File: config.mk
export PLATFORM = sky130hd
export DESIGN_NAME = vec_issue
export DESIGN_NICKNAME = d
export VERILOG_FILES = /design/src/rtl/vec_pkg.sv /design/src/rtl/vec_issue.sv
export SDC_FILE = /design/constraint.sdc
export NUM_CORES = 1
export LEC_CHECK = 0
export BUFFER_PORTS_ARGS = -buffer_cell sky130_fd_sc_hd__buf_2
export CAP_MARGIN = 20
export CORE_AREA = 2 2 127 129
export DETAILED_ROUTE_END_ITERATION = 16
export DIE_AREA = 0 0 129 131
export PLACE_DENSITY_LB_ADDON = 0.08
export RECOVER_POWER = 100
export SYNTH_ARGS = -nofsm -noshare
export SYNTH_HDL_FRONTEND = slang
export SYNTH_SLANG_ARGS = --single-unit
File: constraint.sdc
create_clock -name CLK -period 2.3 [get_ports CLK]
set_input_delay 0.115 -clock CLK [delete_from_list [all_inputs] [get_ports CLK]]
set_output_delay 0.115 -clock CLK [all_outputs]
set_load 0.005 [all_outputs]
File: src/rtl/vec_pkg.sv
// sizes fixed at 16-byte registers and two lanes; sew code 3 is reserved and never legal
`default_nettype none

package vec_pkg;

  localparam int VLENB     = 16;  // bytes per vector register
  localparam int NUM_VREGS = 32;
  localparam int LANES     = 2;   // set by the two-element ports

  // read value for elements at or beyond vl
  localparam logic [31:0] FILL0 = 32'hDED0DED0;
  localparam logic [31:0] FILL1 = 32'hDED1DED1;

  // element width, same encoding as vsew
  typedef enum logic [1:0] {
    SEW8  = 2'd0,
    SEW16 = 2'd1,
    SEW32 = 2'd2
  } sew_t;

  typedef enum logic [2:0] {
    VADD  = 3'd0,
    VSUB  = 3'd1,  // vs2 - vs1
    VAND  = 3'd2,
    VOR   = 3'd3,
    VXOR  = 3'd4,
    VMAXU = 3'd5
  } vop_t;

  typedef logic [4:0] vreg_idx_t;
  typedef logic [4:0] voff_t;   // element offset
  typedef logic [4:0] vl_t;     // 0 to 16

  typedef logic [LANES-1:0][31:0] elem_pair_t;  // word 0 is element offset+0

  // per-lane enable instead of a single en, so masking can drop one lane
  typedef struct packed {
    logic [LANES-1:0] lane_en;
    vreg_idx_t        vd;
    voff_t            offset;
    sew_t             sew;
    vl_t              vl;
    elem_pair_t       data;
  } vec_wr_t;

  typedef struct packed {
    vreg_idx_t vs;
    voff_t     offset;
    sew_t      sew;
    vl_t       vl;
  } vec_rd_t;

  typedef struct packed {
    vop_t      op;
    logic      vm;   // 1 = masked by v0
    vreg_idx_t vd;
    vreg_idx_t vs1;
    vreg_idx_t vs2;
    sew_t      sew;
    vl_t       vl;
  } vec_instr_t;

  // elements that fit in one register at this width
  function automatic vl_t vlmax_of(input sew_t sew);
    case (sew)
      SEW8:    return vl_t'(VLENB);
      SEW16:   return vl_t'(VLENB / 2);
      SEW32:   return vl_t'(VLENB / 4);
      default: return '0;
    endcase
  endfunction

endpackage

`default_nettype wire

File: src/rtl/vec_issue.sv
// no handshake; start and host writes while busy are illegal and only caught by assertions
`timescale 1ns/10ps
`default_nettype none

module vec_issue (
  input  logic                  CLK,
  input  logic                  nRST,
  input  logic                  start,
  input  vec_pkg::vec_instr_t   instr,
  input  vec_pkg::vec_wr_t      host_wr,
  input  vec_pkg::vec_wr_t      wb,
  output vec_pkg::vec_rd_t      rd1,
  output vec_pkg::vec_rd_t      rd2,
  output vec_pkg::voff_t        mask_off,
  output logic                  issue,
  output vec_pkg::vop_t         issue_op,
  output vec_pkg::vreg_idx_t    issue_vd,
  output logic                  issue_vm,
  output vec_pkg::vec_wr_t      wr,
  output logic                  busy,
  output logic                  done
);

  vec_pkg::vec_instr_t cur;  // latched instruction
  vec_pkg::voff_t      off_q;
  logic                busy_q;
  logic                done_q;
  logic                issuing_q;
  logic [5:0]          next_off;
  logic                last;

  assign next_off = {1'b0, off_q} + 6'(vec_pkg::LANES);
  assign last     = next_off >= {1'b0, cur.vl};  // this pair finishes vl

  always_ff @(posedge CLK, negedge nRST) begin
    if (!nRST) begin
      busy_q    <= 1'b0;
      done_q    <= 1'b0;
      issuing_q <= 1'b0;
      off_q     <= '0;
    end else begin
      done_q <= 1'b0;
      if (start && !busy_q) begin
        busy_q    <= 1'b1;
        off_q     <= '0;
        issuing_q <= (instr.vl != '0);
        done_q    <= (instr.vl == '0);  // empty instruction, nothing to write
      end else if (issuing_q) begin
        off_q <= next_off[4:0];
        if (last) begin
          issuing_q <= 1'b0;
          done_q    <= 1'b1;  // final pair sits in writeback next cycle
        end
      end else if (done_q) begin
        busy_q <= 1'b0;
      end
    end
  end

  always_ff @(posedge CLK) begin
    if (start && !busy_q) begin
      cur <= instr;
    end
  end

  assign rd1 = '{vs: cur.vs1, offset: off_q, sew: cur.sew, vl: cur.vl};
  assign rd2 = '{vs: cur.vs2, offset: off_q, sew: cur.sew, vl: cur.vl};

  assign mask_off = off_q;
  assign issue    = issuing_q;
  assign issue_op = cur.op;
  assign issue_vd = cur.vd;
  assign issue_vm = cur.vm;

  // writeback owns the port through the done cycle
  assign wr   = busy_q ? wb : host_wr;
  assign busy = busy_q;
  assign done = done_q;

  a_start_idle: assert property (@(posedge CLK) disable iff (!nRST)
    start |-> !busy_q);

  a_host_wr_idle: assert property (@(posedge CLK) disable iff (!nRST)
    (|host_wr.lane_en) |-> !busy_q);

  a_start_vl: assert property (@(posedge CLK) disable iff (!nRST)
    start |-> (instr.vl <= vec_pkg::vlmax_of(instr.sew)));

endmodule

`default_nettype wire

==> results_dict.tcl <==
set metrics [dict create \
    outcome "complete, no violations" \
    clock-sinks 33 \
    cts.clk_slew.worst_paths_ns 0.06 \
    rsz0062_at_grt "no" \
    synth_seq_cells 33 \
    drc_errors 0 \
    drv_cap 0 \
    num_vias 2633 \
    rows 46 \
    die_w_um 129 \
    wl_per_cell_um 14.7 \
    setup_ws_ns 0.435 \
    dieArea_um2 16900 \
    grt_max_degree 38 \
    whs_path_depth 1 \
    tightest_slew_ns 0.810 \
    hold_violations 0 \
    cp-end-kind "register" \
    cp.required_ns 2.48 \
    dr.pass1.iters 4 \
    netlist_instances 188 \
    powerDensity_nw_per_um2 694 \
    num_antenna_cells 0 \
    critical_path_arrival_ns 2.04 \
    fin_skew_ns 0.00744 \
    period_needed_ns 1.87 \
    fillerInstances 1759 \
    boundaryPins 329 \
    syn-cell-area_um2 2630 \
    ant_nets 0 \
    wl_met2_mm 5.41 \
    numCtsBuffers 5 \
    fin_cells 712 \
    ys_top_cells_by_count "mux2_4 (48), mux2_2 (35), edfxtp_1 (26)" \
    post_cts_resized 0 \
    synthMostInstantiatedCell "mux2_4" \
    drive_gt1_frac 0.633 \
    finalCritPeriodShare 0.811 \
    grt_usage 0.102 \
    synth-edff-count 26 \
    ys.flop_type "edfxtp_1" \
    fmax_ghz 0.536 \
    core-area_um2 15600 \
    path_class "register to register" \
    wl_met1_mm 3.88 \
    synth_top_area_frac 0.297 \
    overflow 0 \
    yosysSeqAreaShare 0.364 \
    h-tree-depth 2 \
    start_util 0.168 \
    root_buffer "clkbuf_16" \
    rr_worst_depth 7 \
    io_buffers 325 \
    place_ws_ns 0.498 \
    grt_pass1_vias 2337 \
    crit_fanout 8 \
    viasPerCell 3.70 \
    synth.distinct_cells 26 \
    peakVddDrop_v 0.000476 \
    grt_pass1_wl_mm 13.1 \
    min_path_type "primary input to register" \
    cts_tree "yes" \
    yosys_warnings 0 \
    slew_headroom 0.460 \
    antenna_found_initial 0 \
    syn_avg_cell_area_um2 14.0 \
    synthToLayoutAreaGrowth_pct 59.7 \
    top_layer "met4" \
    holdWs_ns 0.0164 \
    drtIter0Drc 63 \
    die_h_um 131 \
    synth_top_cell_by_area "edfxtp_1" \
    wirelength_mm 10.5 \
    fin_nets 696 \
    hpwl_mm 9.02 \
    clk_latency_ns 0.27 \
    place_inst 704 \
    p_leak_nw 2.03 \
    gp_congestion 0.692 \
    clock_path_buffers 2 \
    ys_top_cells_by_area "edfxtp_1 (30%), mux2_4 (27%), mux2_2 (15%)" \
    start_kind "register" \
    synthArstFlopShare 0.212 \
    setup_violations 0 \
    tns_ns 0 \
    drv_slew 0 \
    met3_length_mm 1.16 \
]
==> power by group <==
part | internal, W | switching, W | total [W]
combinational | 0.000757 | 0.000627 | 0.00138
clock | 0.000390 | 0.000231 | 0.000621
sequential | 0.000745 | 0.000161 | 0.000905
total | 0.00189 | 0.00102 | 0.00291
==> critical path, cell delays in order, from the launching register on <==
cell	delay, ns
dfrtp_1	0.46
ha_1	0.27
xor2_1	0.17
ha_1	0.31
a21o_1	0.11
nand2_1	0.06
a31o_2	0.23
o21ai_0	0.15
==> cells in the final DEF, fill, tap and decap left out, drive strengths merged, types with 3 or more instances in the layout <==
cell type and instances:
buf 269, clkbuf 64, conb 3, dfrtp 7, edfxtp 26, ha 5, inv 6, mux2 83
nand2 4, nor2 6, xor2 3
==> cell type report <==
| cell class | instances | area, um2 | share of cell area |
|---|---|---|---|
| inverters | 6 | 22.5 | 0.00537 |
| clock buffers | 5 | 125 | 0.0298 |
| multi-input cells | 121 | 1200 | 0.286 |
| repair buffers | 329 | 1610 | 0.383 |
| clock inverters | 2 | 11.3 | 0.00269 |
| flip-flops and latches | 33 | 960 | 0.229 |
| well taps | 216 | 270 | 0.0645 |
==> stage by stage <==
stage / utilization / total power, W / area (um2)
2_1_floorplan: - / 0.00199 / 2630
6_report: 0.269 / 0.00291 / 4190
3_3_place_gp: 0.275 / 0.00257 / 4300
3_5_place_dp: 0.275 / 0.00257 / 4300
4_1_cts: 0.285 / 0.00321 / 4440
5_1_grt: 0.269 / 0.00313 / 4190
==> registers in the layout (all words and copies together), names as in the netlist <==
name and cells:
rd2 5, issue_op 3, issue_vd 5, done 1
issue 1, issue_vm 1, mask_off 4, busy 1
rd1 12
==> kinds of logic after synthesis <==
group           count (synthesis)  share of synthesized area
compound gates                  7                     0.0181
xor+xnor                        5                     0.0167
fa+ha+maj                       5                     0.0238
buf+inv                        36                      0.118
flops                          33                      0.364
mux                            84                      0.429
other cells                     1                    0.00143
simple gates                   17                     0.0295
==> timing repair <==
action                                 in CTS  in global routing
buffers inserted                            0                  0
endpoints found under the hold margin       7                  0
hold buffers                                1                  0
==> path summary, 6_finish.rpt <==
path                                  start  slack [ns]     endpoint
worst max-delay path            mask_off[1]        0.43         done
worst min-delay path              instr[23]        0.02  issue_op[0]
worst max register to register  mask_off[1]        0.43         done
worst min register to register         done        0.49         busy
max in group asynchronous              nRST        1.65         busy
min in group asynchronous              nRST        0.30         done
==> per-layer routing <==
layer,GRT usage,vias up
met5,0,-
met4,0.0134,0
met3,0.0419,4
met2,0.184,163
met1,0.115,1187
li1,-,1279
No activity file was read; power rests on OpenSTA's default activity.
